==> src/source/adc_pkg.sv <==
package adc_pkg;

    typedef logic [15:0] adc_sample_t; // one conversion result
    typedef logic [2:0]  channel_t;
    typedef logic [4:0]  slot_t;       // position in a 32-cycle read slot
    typedef logic [15:0] busy_count_t;

    localparam int num_channels = 8;

    // data is sampled here, in the first cycle after rd_n returns high
    localparam slot_t capture_slot = 5'd16;

    // outputs of the ADC as seen by the FPGA
    typedef struct packed {
        logic        busy;
        logic        firstdata; // high while channel 0 is on the bus
        adc_sample_t data;
    } adc_in_t;

    // control lines into the ADC, all active low
    typedef struct packed {
        logic convst_n;
        logic cs_n;
        logic rd_n;
    } adc_ctrl_t;

endpackage

==> src/source/video_pkg.sv <==
package video_pkg;

    typedef logic [9:0]   beam_t;
    typedef logic [15:0]  rgb565_t;
    typedef logic [127:0] display_word_t; // count, then channels 6..0

    typedef struct packed {
        beam_t beam_x;
        beam_t beam_y;
        logic  hsync_n;
        logic  vsync_n;
        logic  blank;
    } video_timing_t;

    typedef struct packed {
        logic [7:0] red;
        logic [7:0] green;
        logic [7:0] blue;
        logic       hsync_n;
        logic       vsync_n;
        logic       blank;
    } video_pixel_t;

    localparam int cell_width  = 12; // 6 font columns doubled
    localparam int cell_height = 16; // 8 font rows doubled
    localparam int num_digits  = 32;

    // 6x8 hex glyphs, bit 5 is the leftmost pixel
    localparam logic [5:0] hex_font [0:15][0:7] = '{
        '{6'h1c, 6'h22, 6'h26, 6'h2a, 6'h32, 6'h22, 6'h1c, 6'h00}, // 0
        '{6'h08, 6'h18, 6'h08, 6'h08, 6'h08, 6'h08, 6'h1c, 6'h00}, // 1
        '{6'h1c, 6'h22, 6'h02, 6'h04, 6'h08, 6'h10, 6'h3e, 6'h00}, // 2
        '{6'h3e, 6'h04, 6'h08, 6'h04, 6'h02, 6'h22, 6'h1c, 6'h00}, // 3
        '{6'h04, 6'h0c, 6'h14, 6'h24, 6'h3e, 6'h04, 6'h04, 6'h00}, // 4
        '{6'h3e, 6'h20, 6'h3c, 6'h02, 6'h02, 6'h22, 6'h1c, 6'h00}, // 5
        '{6'h0c, 6'h10, 6'h20, 6'h3c, 6'h22, 6'h22, 6'h1c, 6'h00}, // 6
        '{6'h3e, 6'h02, 6'h04, 6'h08, 6'h10, 6'h10, 6'h10, 6'h00}, // 7
        '{6'h1c, 6'h22, 6'h22, 6'h1c, 6'h22, 6'h22, 6'h1c, 6'h00}, // 8
        '{6'h1c, 6'h22, 6'h22, 6'h1e, 6'h02, 6'h04, 6'h18, 6'h00}, // 9
        '{6'h1c, 6'h22, 6'h22, 6'h22, 6'h3e, 6'h22, 6'h22, 6'h00}, // a
        '{6'h3c, 6'h22, 6'h22, 6'h3c, 6'h22, 6'h22, 6'h3c, 6'h00}, // b
        '{6'h1c, 6'h22, 6'h20, 6'h20, 6'h20, 6'h22, 6'h1c, 6'h00}, // c
        '{6'h38, 6'h24, 6'h22, 6'h22, 6'h22, 6'h24, 6'h38, 6'h00}, // d
        '{6'h3e, 6'h20, 6'h20, 6'h3c, 6'h20, 6'h20, 6'h3e, 6'h00}, // e
        '{6'h3e, 6'h20, 6'h20, 6'h3c, 6'h20, 6'h20, 6'h20, 6'h00}  // f
    };

    // one foreground colour per 16-bit word, count first
    localparam rgb565_t digit_palette [0:7] = '{
        16'hffe0, 16'hf800, 16'h07e0, 16'h001f,
        16'hf81f, 16'h07ff, 16'hfd20, 16'hffff
    };

endpackage

==> src/source/adc_readout.sv <==
module adc_readout
    import adc_pkg::*;
    import video_pkg::*;
#(
    parameter int conv_period_bits = 9
)
(
    input  logic          clk_pixel,
    input  logic          arst_n,
    input  adc_in_t       adc_in,
    output adc_ctrl_t     adc_ctrl,
    output display_word_t display
);

    logic [conv_period_bits-1:0] conv_timer; // free running
    logic [2:0]                  busy_sync;  // two sync stages plus edge history
    logic                        busy_s;
    logic                        busy_fall;
    slot_t                       slot;
    channel_t                    chan_idx;   // channel the next read belongs to
    adc_sample_t [num_channels-1:0] samples;
    busy_count_t                 conv_total;

    // conversion start timer
    always_ff @(posedge clk_pixel or negedge arst_n)
    begin
        if (!arst_n)
            conv_timer <= '0;
        else
            conv_timer <= conv_timer + 1'b1;
    end

    // low for one eighth of the period, counts 384..447 at 9 bits
    assign adc_ctrl.convst_n = (conv_timer[conv_period_bits-1 -: 3] != 3'd6);

    always_ff @(posedge clk_pixel or negedge arst_n)
    begin
        if (!arst_n)
            busy_sync <= '0;
        else
            busy_sync <= {busy_sync[1:0], adc_in.busy};
    end

    assign busy_s    = busy_sync[1];
    assign busy_fall = busy_sync[2] & ~busy_sync[1]; // conversion finished

    // read slot sequencer, parked at 31 while the ADC converts
    always_ff @(posedge clk_pixel or negedge arst_n)
    begin
        if (!arst_n)
            slot <= '1;
        else if (busy_s)
            slot <= '1;
        else
            slot <= slot + 1'b1;
    end

    // 16 cycles low then 16 high per read
    assign adc_ctrl.rd_n = slot[4];
    assign adc_ctrl.cs_n = slot[4];

    // sample bank, firstdata realigns the channel index
    always_ff @(posedge clk_pixel or negedge arst_n)
    begin
        if (!arst_n)
        begin
            samples  <= '0;
            chan_idx <= '0;
        end
        else if (slot == capture_slot)
        begin
            if (adc_in.firstdata)
            begin
                samples[0] <= adc_in.data;
                chan_idx   <= channel_t'(1);
            end
            else
            begin
                samples[chan_idx] <= adc_in.data;
                chan_idx          <= chan_idx + 1'b1; // wraps after channel 7
            end
        end
    end

    always_ff @(posedge clk_pixel or negedge arst_n)
    begin
        if (!arst_n)
            conv_total <= '0;
        else if (busy_fall)
            conv_total <= conv_total + 1'b1;
    end

    // channel 7 is kept but does not fit in the 32 digits
    assign display = {conv_total, samples[6:0]};

endmodule

==> src/source/hex_overlay.sv <==
module hex_overlay
    import video_pkg::*;
(
    input  logic          clk_pixel,
    input  logic          arst_n,
    input  video_timing_t beam,
    input  display_word_t display,
    output video_pixel_t  pixel
);

    logic [5:0] digit;      // 0..39 across the line
    logic [3:0] x_in_cell;  // 0..11
    logic [3:0] y_in_cell;  // 0..15
    logic [2:0] glyph_col;
    logic [2:0] glyph_row;
    logic [4:0] nib_sel;    // nibble position counted from the lsb
    logic [3:0] nibble;
    logic [5:0] glyph_bits;
    logic       font_on;
    logic       in_row;
    rgb565_t    colour;

    // cell position
    assign digit     = 6'(beam.beam_x / cell_width);
    assign x_in_cell = 4'(beam.beam_x % cell_width);
    assign y_in_cell = 4'(beam.beam_y % cell_height);

    // scale by two
    assign glyph_col = x_in_cell[3:1];
    assign glyph_row = y_in_cell[3:1];

    assign in_row = (digit < 6'(num_digits));

    // digit 0 shows the most significant nibble
    assign nib_sel = 5'(num_digits - 1) - digit[4:0];
    assign nibble  = display[{nib_sel, 2'b00} +: 4];

    assign glyph_bits = hex_font[nibble][glyph_row];
    assign font_on    = glyph_bits[3'd5 - glyph_col];

    always_comb
    begin
        if (beam.blank || !in_row || !font_on)
            colour = '0;
        else
            colour = digit_palette[digit[4:2]]; // four digits per word
    end

    // align colour with sync and blank, one cycle behind the beam
    always_ff @(posedge clk_pixel or negedge arst_n)
    begin
        if (!arst_n)
        begin
            pixel.red     <= '0;
            pixel.green   <= '0;
            pixel.blue    <= '0;
            pixel.hsync_n <= 1'b1;
            pixel.vsync_n <= 1'b1;
            pixel.blank   <= 1'b1;
        end
        else
        begin
            // 565 to 888, low bits filled with the field lsb
            pixel.red     <= {colour[15:11], {3{colour[11]}}};
            pixel.green   <= {colour[10:5], {2{colour[5]}}};
            pixel.blue    <= {colour[4:0], {3{colour[0]}}};
            pixel.hsync_n <= beam.hsync_n;
            pixel.vsync_n <= beam.vsync_n;
            pixel.blank   <= beam.blank;
        end
    end

endmodule

==> src/source/video_timing.sv <==
module video_timing
    import video_pkg::*;
#(
    parameter int h_active = 480,
    parameter int h_front  = 24,
    parameter int h_sync   = 48,
    parameter int h_back   = 72,
    parameter int v_active = 272,
    parameter int v_front  = 1,
    parameter int v_sync   = 3,
    parameter int v_back   = 19
)
(
    input  logic          clk_pixel,
    input  logic          arst_n,
    output video_timing_t beam
);

    localparam int h_total = h_active + h_front + h_sync + h_back; // 624
    localparam int v_total = v_active + v_front + v_sync + v_back; // 295

    localparam beam_t h_last       = beam_t'(h_total - 1);
    localparam beam_t v_last       = beam_t'(v_total - 1);
    localparam beam_t h_sync_start = beam_t'(h_active + h_front);
    localparam beam_t h_sync_end   = beam_t'(h_active + h_front + h_sync);
    localparam beam_t v_sync_start = beam_t'(v_active + v_front);
    localparam beam_t v_sync_end   = beam_t'(v_active + v_front + v_sync);

    beam_t h_count;
    beam_t v_count;

    always_ff @(posedge clk_pixel or negedge arst_n)
    begin
        if (!arst_n)
        begin
            h_count <= '0;
            v_count <= '0;
        end
        else if (h_count == h_last)
        begin
            h_count <= '0;
            if (v_count == v_last)
                v_count <= '0;
            else
                v_count <= v_count + 1'b1;
        end
        else
        begin
            h_count <= h_count + 1'b1;
        end
    end

    assign beam.beam_x = h_count;
    assign beam.beam_y = v_count;

    // sync pulses low inside their window
    assign beam.hsync_n = !(h_count >= h_sync_start && h_count < h_sync_end);
    assign beam.vsync_n = !(v_count >= v_sync_start && v_count < v_sync_end);

    assign beam.blank = (h_count >= beam_t'(h_active)) || (v_count >= beam_t'(v_active));

endmodule

==> src/source/adc_hex_display.sv <==
module adc_hex_display
    import adc_pkg::*;
    import video_pkg::*;
#(
    parameter int conv_period_bits = 9,   // 512 clocks per conversion
    parameter int h_active         = 480,
    parameter int h_front          = 24,
    parameter int h_sync           = 48,
    parameter int h_back           = 72,
    parameter int v_active         = 272,
    parameter int v_front          = 1,
    parameter int v_sync           = 3,
    parameter int v_back           = 19
)
(
    input  logic         clk_pixel,
    input  logic         arst_n,
    input  adc_in_t      adc_in,
    output adc_ctrl_t    adc_ctrl,
    output video_pixel_t pixel
);

    display_word_t display;
    video_timing_t beam;

    adc_readout #(
        .conv_period_bits (conv_period_bits)
    ) u_adc_readout (
        .clk_pixel (clk_pixel),
        .arst_n    (arst_n),
        .adc_in    (adc_in),
        .adc_ctrl  (adc_ctrl),
        .display   (display)
    );

    video_timing #(
        .h_active (h_active),
        .h_front  (h_front),
        .h_sync   (h_sync),
        .h_back   (h_back),
        .v_active (v_active),
        .v_front  (v_front),
        .v_sync   (v_sync),
        .v_back   (v_back)
    ) u_video_timing (
        .clk_pixel (clk_pixel),
        .arst_n    (arst_n),
        .beam      (beam)
    );

    // pixel lags the beam counters by one clock
    hex_overlay u_hex_overlay (
        .clk_pixel (clk_pixel),
        .arst_n    (arst_n),
        .beam      (beam),
        .display   (display),
        .pixel     (pixel)
    );

endmodule

==> config.mk <==
export PLATFORM = sky130hd
export DESIGN_NAME = adc_hex_display
export DESIGN_NICKNAME = d
export VERILOG_FILES = /design/src/source/adc_pkg.sv /design/src/source/video_pkg.sv /design/src/source/adc_readout.sv /design/src/source/hex_overlay.sv /design/src/source/video_timing.sv /design/src/source/adc_hex_display.sv
export SDC_FILE = /design/constraint.sdc
export NUM_CORES = 1
export LEC_CHECK = 0
export BUFFER_PORTS_ARGS = -buffer_cell sky130_fd_sc_hd__buf_2
export CORE_MARGIN = 2
export CORE_UTILIZATION = 51
export CTS_CLUSTER_DIAMETER = 30
export DETAILED_ROUTE_END_ITERATION = 10
export GPL_ROUTABILITY_DRIVEN = 0
export PLACE_DENSITY = 0.65
export SLEW_MARGIN = 15
export SYNTH_ARGS = -nofsm -noshare
export SYNTH_HDL_FRONTEND = slang
export SYNTH_HIERARCHICAL = 1
export SYNTH_SLANG_ARGS = --single-unit
==> constraint.sdc <==
create_clock -name clk_pixel -period 9.45 [get_ports clk_pixel]
set_clock_uncertainty 0.05 [all_clocks]
set_input_delay 0.945 -clock clk_pixel [delete_from_list [all_inputs] [get_ports clk_pixel]]
set_output_delay 0.945 -clock clk_pixel [all_outputs]
set_load 0.02 [all_outputs]
==> results of run 1 <==
## cell families (layout without fill, tap and decap cells)
group                    count (synthesis)  after routing  synth area share, %
AND/OR/NAND/NOR                        291            291                 15.4
AO/OA/AOI/OAI                          242            242                 17.2
flip-flops                             175            175                 40.9
multiplexers                           141            141                 15.0
buffers and inverters                  107            112                 5.63
XOR/XNOR                                38             38                 3.17
adder cells (fa/ha/maj)                 23             23                 2.68
## metrics by stage
step | area [µm²] | hold slack (ps) | setup slack, ps | utilization [%]
2_1_floorplan | 10700 | 281 | 3860 | -
3_3_place_gp | 10900 | 284 | 2450 | 52.2
3_5_place_dp | 10900 | 291 | 2230 | 52.2
4_1_cts | 11500 | 306 | 2210 | 55.1
5_1_grt | 11500 | 329 | 1480 | 55.1
6_report | 11500 | 302 | 2050 | 55.1
## routing by layer
metal | track usage, % | share of wire (%) | vias up
met1 | 35.5 | 45 | 4063
li1 | - | - | 3796
met4 | 8.19 | 2.2 | 0
met5 | 0 | 0 | -
met3 | 4.07 | 6.0 | 43
met2 | 38.9 | 46 | 314
## final cells by class
class                           count  area, µm²  share of cell area (%)
Clock buffer                       17        425                    3.71
Sequential cell                   175       4390                    38.2
Timing Repair Buffer               57        312                    2.71
Multi-Input combinational cell    735       5740                    50.0
Tap cell                          275        344                    3.00
Inverter                           24       92.6                   0.806
Clock inverter                     14        180                    1.57
## path summary, 6_finish.rpt
| check | endpoint | slack (ps) | cells past startpoint | from |
|---|---|---|---|---|
| worst max-delay path | u_hex_overlay/pixel[9] | 2050 | 21 | u_video_timing/h_count[9] |
| worst min-delay path | u_adc_readout/busy_sync[1] | 300 | 0 | u_adc_readout/busy_sync[0] |
| worst max register to register | u_hex_overlay/pixel[9] | 2050 | 21 | u_video_timing/h_count[9] |
| worst min register to register | u_adc_readout/busy_sync[1] | 300 | 0 | u_adc_readout/busy_sync[0] |
| max in group asynchronous | u_adc_readout/display[50] | 7710 | 2 | arst_n |
| min in group asynchronous | u_video_timing/v_count[8] | 450 | 1 | arst_n |
## Yosys cell counts, types with 6 or more instances
cell type	n	area share [%]
a221oi_1	6	0.49
xor2_1	15	1.2
ha_1	23	2.7
xnor2_1	22	1.8
or3_1	8	0.47
a211o_1	7	0.57
a21boi_0	11	0.77
clkbuf_1	20	0.70
inv_1	22	0.77
buf_4	29	2.0
a211oi_1	16	1.1
nor2b_1	7	0.41
and2_1	6	0.35
nand2_1	52	1.8
mux2_4	10	1.4
a31oi_1	8	0.47
a22oi_1	8	0.56
dfstp_2	8	2.0
nor2_1	53	1.9
o22ai_1	6	0.35
nand3_1	57	2.7
o211ai_1	14	0.98
nand4_1	11	0.64
o21ai_0	49	2.3
buf_2	22	1.0
and3_1	19	1.1
dfrtp_1	167	39
a21oi_1	24	1.1
nand2b_1	11	0.64
mux2_2	107	11
buf_6	7	0.73
o21ai_1	6	0.28
o31ai_1	9	0.63
nor4_1	14	0.82
mux2i_1	23	2.1
nor3_1	11	0.51
## report_power, final
group	switching (mW)	internal [mW]	leakage, nW
clock	0.317	0.422	0.302
combinational	0.0522	0.0477	2.51
sequential	0.0422	0.783	2.36
## critical path, delay by kind of cell, from the launching register on
family / cells / cell delay, ps
AND/OR/NAND/NOR: 6 / 2660
buffers and inverters: 2 / 350
AO/OA/AOI/OAI: 11 / 2710
flip-flops: 1 / 730
adder cells (fa/ha/maj): 2 / 780
## sequential cells by signal, summed over array words and instances, names as in the netlist
register,cells
u_adc_readout/chan_idx,3
u_video_timing/h_count,10
u_video_timing/v_count,10
u_adc_readout/display,112
u_adc_readout/conv_total,16
u_adc_readout/slot,5
u_adc_readout/conv_timer,9
u_adc_readout/busy_sync,3
u_hex_overlay/pixel,7
==> qor.csv, run 1 <==
stage,metric,value,unit
route,routed len/inst,20.9,µm
clock_network,CTS Root Cell,clkbuf_16,
sta,fin crit share,78.3,%
synthesis,Post-Syn Instances,1017,
synthesis,number of synthesized flops with an enable pin,0,
final_layout,fraction of layout cells with a size suffix above 1,26.0,%
route,DR vias,8216,
sta,FMAX,135,MHz
synthesis,Syn Area/Cell,10.5,µm²
placed_design,dpl cells,1266,
final_layout,Fillers,1862,
sta,Max-slew headroom,19.7,%
final_layout,"leading cell type in the layout, fill and taps excluded",dfrtp_1,
grt,first-pass GRT wire length,43100,µm
worst_hold_path,hold crit path type,reg -> reg,
pwr,Leak,5.16,nW
synthesis,Synth Warn #,6,
sta,Final setup viols,0,
clock_network,clock insertion delay at the later pin of the skew report,430,ps
clock_network,CTS Sinks,175,
clock_network,hold buffers post-CTS,0,
synthesis,post-synthesis net count,1060,
grt,gr ovfl total,0,
sta,setup TNS,0,ps
synthesis,flop and latch count out of synthesis,175,
critical_path,Crit-path slowest cell,nand2_2,
placed_design,DP HPWL,18000,µm
die,std cell rows,53,
route,Antenna Violating Nets Remaining,0,
critical_path,crit path cell chain,ha_1 -> and4bb_1 -> o221ai_2 -> a21oi_1 -> a221o_1 -> nand3_1 -> nand2_2 -> nand2_1 -> a211oi_1 -> nor4b_1 -> a22o_2 -> inv_1 -> ha_1 -> inv_1 -> a2111o_1 -> o32a_1 -> a21o_1 -> a2bb2oi_1 -> o211ai_1 -> o211ai_2 -> nor4bb_2,
final_layout,Post-Layout Cell Count,1297,
synthesis,"Seq/Total Area, Yosys",40.9,%
placed_design,# port buffers,49,
final_layout,Synth-to-Final Area Change,7.05,%
job,Max-Cap Viols,0,
pwr,Peak VDD IR,115,µV
route,detailed-route wire length,27200,µm
final_layout,Total Nets Final,1053,
route,total iterations of the first detailed-routing run,6,
sta,min cycle time layout,7400,ps
route,DRC,0,
sta,final hold vios,0,
die,CORE AREA,20800,µm²
die,die area,22200,µm²
grt,vias in the first global route,7854,
final_layout,number of diodes,0,
grt,initial antenna violation count,0,
grt,largest net degree at the start of global routing,68,
final_layout,most frequent cells in the layout,"167 x dfrtp_1, 107 x mux2_2, 57 x nand3_1",
critical_path,worst path arrival time,7690,ps
die,Die W,149,µm
clock_network,H-tree Lvls,4,
clock_network,CTS tree,done,
critical_path,Max stage delay on crit path,950,ps
synthesis,synthesized area,10700,µm²
synthesis,"FFs w/ async S/R, synth",100,%
critical_path,Worst EP required,9740,ps
synthesis,ys flop type,dfrtp_1,
clock_network,post-CTS sizing,0,
die,Boundary Pins,50,
clock_network,total CTS buffers,17,
status,outcome,"complete, no violations",
critical_path,Critical Setup Path Class,reg -> reg,
grt,Total GRT Usage,24.9,%
critical_path,CP Max Fanout,32,
sta,Tightest Pin Transition,1200,ps
pwr,PD cells,145,nW/µm²
clock_network,# Post-CTS Setup Buffers,0,
die,Die Y,149,µm
clock_network,CTS max path bufs,2,
die,starting density of the core,51.5,%
critical_path,crit path launch type,flop,
critical_path,CP endpoint kind,flop,
sta,max-slew violations,0,
route,Initial DRC Count,798,
route,post-DR vias/cell,6.33,
clock_network,Worst-path clk slew,70,ps
sta,unrepaired setup endpoints after global routing,no,
synthesis,synth unique cells,110,
pwr,total power,1.66,mW
No activity file was read; power rests on OpenSTA's default activity.
==> run 2, diff against run 1 <==
==> constraint.sdc (replaced) <==
create_clock -name clk_pixel -period 7 [get_ports clk_pixel]
set_clock_uncertainty 0.05 [all_clocks]
set_input_delay 0.7 -clock clk_pixel [delete_from_list [all_inputs] [get_ports clk_pixel]]
set_output_delay 0.7 -clock clk_pixel [all_outputs]
set_load 0.02 [all_outputs]
==> run 2 against run 1 <==
  * First-iteration DRC count down 16%
  * Combinational power up 35%
  * Sequential cell count unchanged
  * Core utilization up 0.67 points
  * Setup slack worse by 1600 ps
  * Via count up 1.6%
  * Sequential power up 34%
  * Maximum frequency up 13%
  * Clock power up 36%
  * Sequential share of layout area down 0.46 points
  * Total power up 35%
  * Register-to-register slack worse by 1600 ps
  * Highest routed layer unchanged
==> qor.csv, run 2 (synthesis gave the netlist of run 1 again) <==
stage,metric,value,unit
grt,gr ovfl total,0,
die,Die Y,149,µm
die,die area,22200,µm²
route,Initial DRC Count,674,
route,DR vias,8344,
clock_network,CTS tree,done,
final_layout,Fillers,1845,
clock_network,CTS Root Cell,clkbuf_16,
sta,unrepaired setup endpoints after global routing,no,
placed_design,# port buffers,49,
route,DRC,0,
grt,Total GRT Usage,25.3,%
sta,fin crit share,93.6,%
pwr,total power,2.25,mW
final_layout,area taken by multi-input logic gates,5740,µm²
final_layout,"leading cell type in the layout, fill and taps excluded",dfrtp_1,
sta,FMAX,153,MHz
critical_path,Worst EP required,7260,ps
worst_hold_path,hold crit path type,in -> async,
final_layout,Seq. cell area,4390,µm²
critical_path,worst path arrival time,6810,ps
pwr,PD cells,194,nW/µm²
sta,max-slew violations,0,
critical_path,Max stage delay on crit path,710,ps
critical_path,cell class contributing the biggest share of worst-path delay,compound AO/OA/AOI/OAI gates,
critical_path,"setup slack, reg-to-reg",450,ps
sta,Max-slew headroom,26.0,%
pwr,clock network fraction of total power,44.6,%
placed_design,DP HPWL,18700,µm
final_layout,number of diodes,0,
die,starting density of the core,51.5,%
clock_network,total CTS buffers,17,
critical_path,CP endpoint kind,flop,
pwr,Leak,5.23,nW
route,detailed-route wire length,27400,µm
pwr,Peak VDD IR,186,µV
sta,final hold vios,0,
die,std cell rows,53,
route,Antenna Violating Nets Remaining,0,
critical_path,Critical Setup Path Class,reg -> reg,
route,post-DR vias/cell,6.36,
critical_path,worst reg2reg endpoint,u_hex_overlay/pixel[9],
sta,Final setup viols,0,
clock_network,CTS max path bufs,2,
pwr,Comb pwr share,6.0,%
pwr,internal power,1.64,mW
critical_path,RR Startpoint,u_video_timing/h_count[8],
job,Max-Cap Viols,0,
die,CORE AREA,20800,µm²
clock_network,CTS Sinks,175,
final_layout,Total Nets Final,1066,
final_layout,max reg flops,112,
clock_network,H-tree Lvls,4,
route,total iterations of the first detailed-routing run,5,
grt,initial antenna violation count,0,
sta,setup TNS,0,ps
critical_path,crit path cell chain,ha_1 -> nand3b_1 -> and3_4 -> or4_4 -> o21ai_2 -> nor4_1 -> or3_1 -> o31ai_1 -> o22ai_1 -> a2111oi_0 -> a22o_2 -> inv_1 -> ha_1 -> nand2b_1 -> o22ai_1 -> nor3_1 -> a311oi_1 -> o41ai_1 -> a221oi_2 -> nor4bb_2,
grt,first-pass GRT wire length,43800,µm
sta,min cycle time layout,6550,ps
grt,vias in the first global route,7906,
pwr,Net Sw Frac,26.9,%
clock_network,hold buffers post-CTS,0,
die,Boundary Pins,50,
pwr,P_sw,0.605,mW
critical_path,WP buf/inv,1,
final_layout,Synth-to-Final Area Change,8.34,%
final_layout,most frequent cells in the layout,"167 x dfrtp_1, 107 x mux2_2, 57 x nand3_1",
die,Die W,149,µm
critical_path,worst r2r path cells,20,
status,outcome,"complete, no violations",
critical_path,CP Max Fanout,18,
grt,largest net degree at the start of global routing,105,
sta,Tightest Pin Transition,1110,ps
final_layout,fraction of layout cells with a size suffix above 1,27.1,%
clock_network,Worst-path clk slew,70,ps
critical_path,crit path launch type,flop,
clock_network,clock insertion delay at the later pin of the skew report,440,ps
critical_path,Crit-path slowest cell,or3_1,
pwr,sequential share of power,49.4,%
route,routed len/inst,20.9,µm
[run 2: repair_timing]
action                                  4_1_cts  5_1_grt
buffers inserted                              0        0
resized for setup                             0        1
endpoints found under the setup margin        0        1
[run 2: power groups by stage]
stage	clock network (mW)	registers, mW	logic, mW
4_1_cts	1.02	1.11	0.137
2_1_floorplan	0	1.11	0.101
3_5_place_dp	0	1.13	0.136
3_3_place_gp	0	1.13	0.133
6_report	1.00	1.11	0.135
5_1_grt	1.06	1.12	0.153
[run 2: per-layer routing]
layer / part of all wire, % / vias up / track usage [%]
met5: 0 / - / 0
met4: 2.4 / 0 / 7.86
met3: 6.4 / 66 / 4.07
met2: 46 / 355 / 40.8
met1: 45 / 4123 / 35.0
li1: - / 3800 / -
[run 2: final cells by class]
cell class                      count  area share [%]
Multi-Input combinational cell    735            49.4
Sequential cell                   175            37.8
Clock buffer                       17            3.66
Timing Repair Buffer               70            3.52
Tap cell                          275            2.96
Clock inverter                     15            1.87
Inverter                           24           0.797
[run 2: worst max path at each step]
stage / startpoint / cells past startpoint / slack (ps) / end
2_1_floorplan: u_video_timing/h_count[8] / 25 / 1410 / u_hex_overlay/pixel[9]
3_3_place_gp: u_video_timing/h_count[8] / 18 / 610 / u_hex_overlay/pixel[25]
3_5_place_dp: u_video_timing/h_count[8] / 21 / 570 / u_hex_overlay/pixel[25]
4_1_cts: u_video_timing/h_count[8] / 22 / 530 / u_hex_overlay/pixel[9]
5_1_grt: u_video_timing/h_count[8] / 22 / 50 / u_hex_overlay/pixel[9]
6_report: u_video_timing/h_count[8] / 20 / 450 / u_hex_overlay/pixel[9]
[run 2: stage by stage]
stage               area [µm²]  setup WS [ps]  hold WS (ps)  utilization [%]  cells
finish                   11600            449           293             55.8   1311
detailed placement       11000            569           287             52.7   1279
global route             11600           45.9           299             55.8   1311
floorplan                10700           1410           281                -   1017
global placement         11000            614           283             52.7   1279
CTS                      11600            529           300             55.8   1311
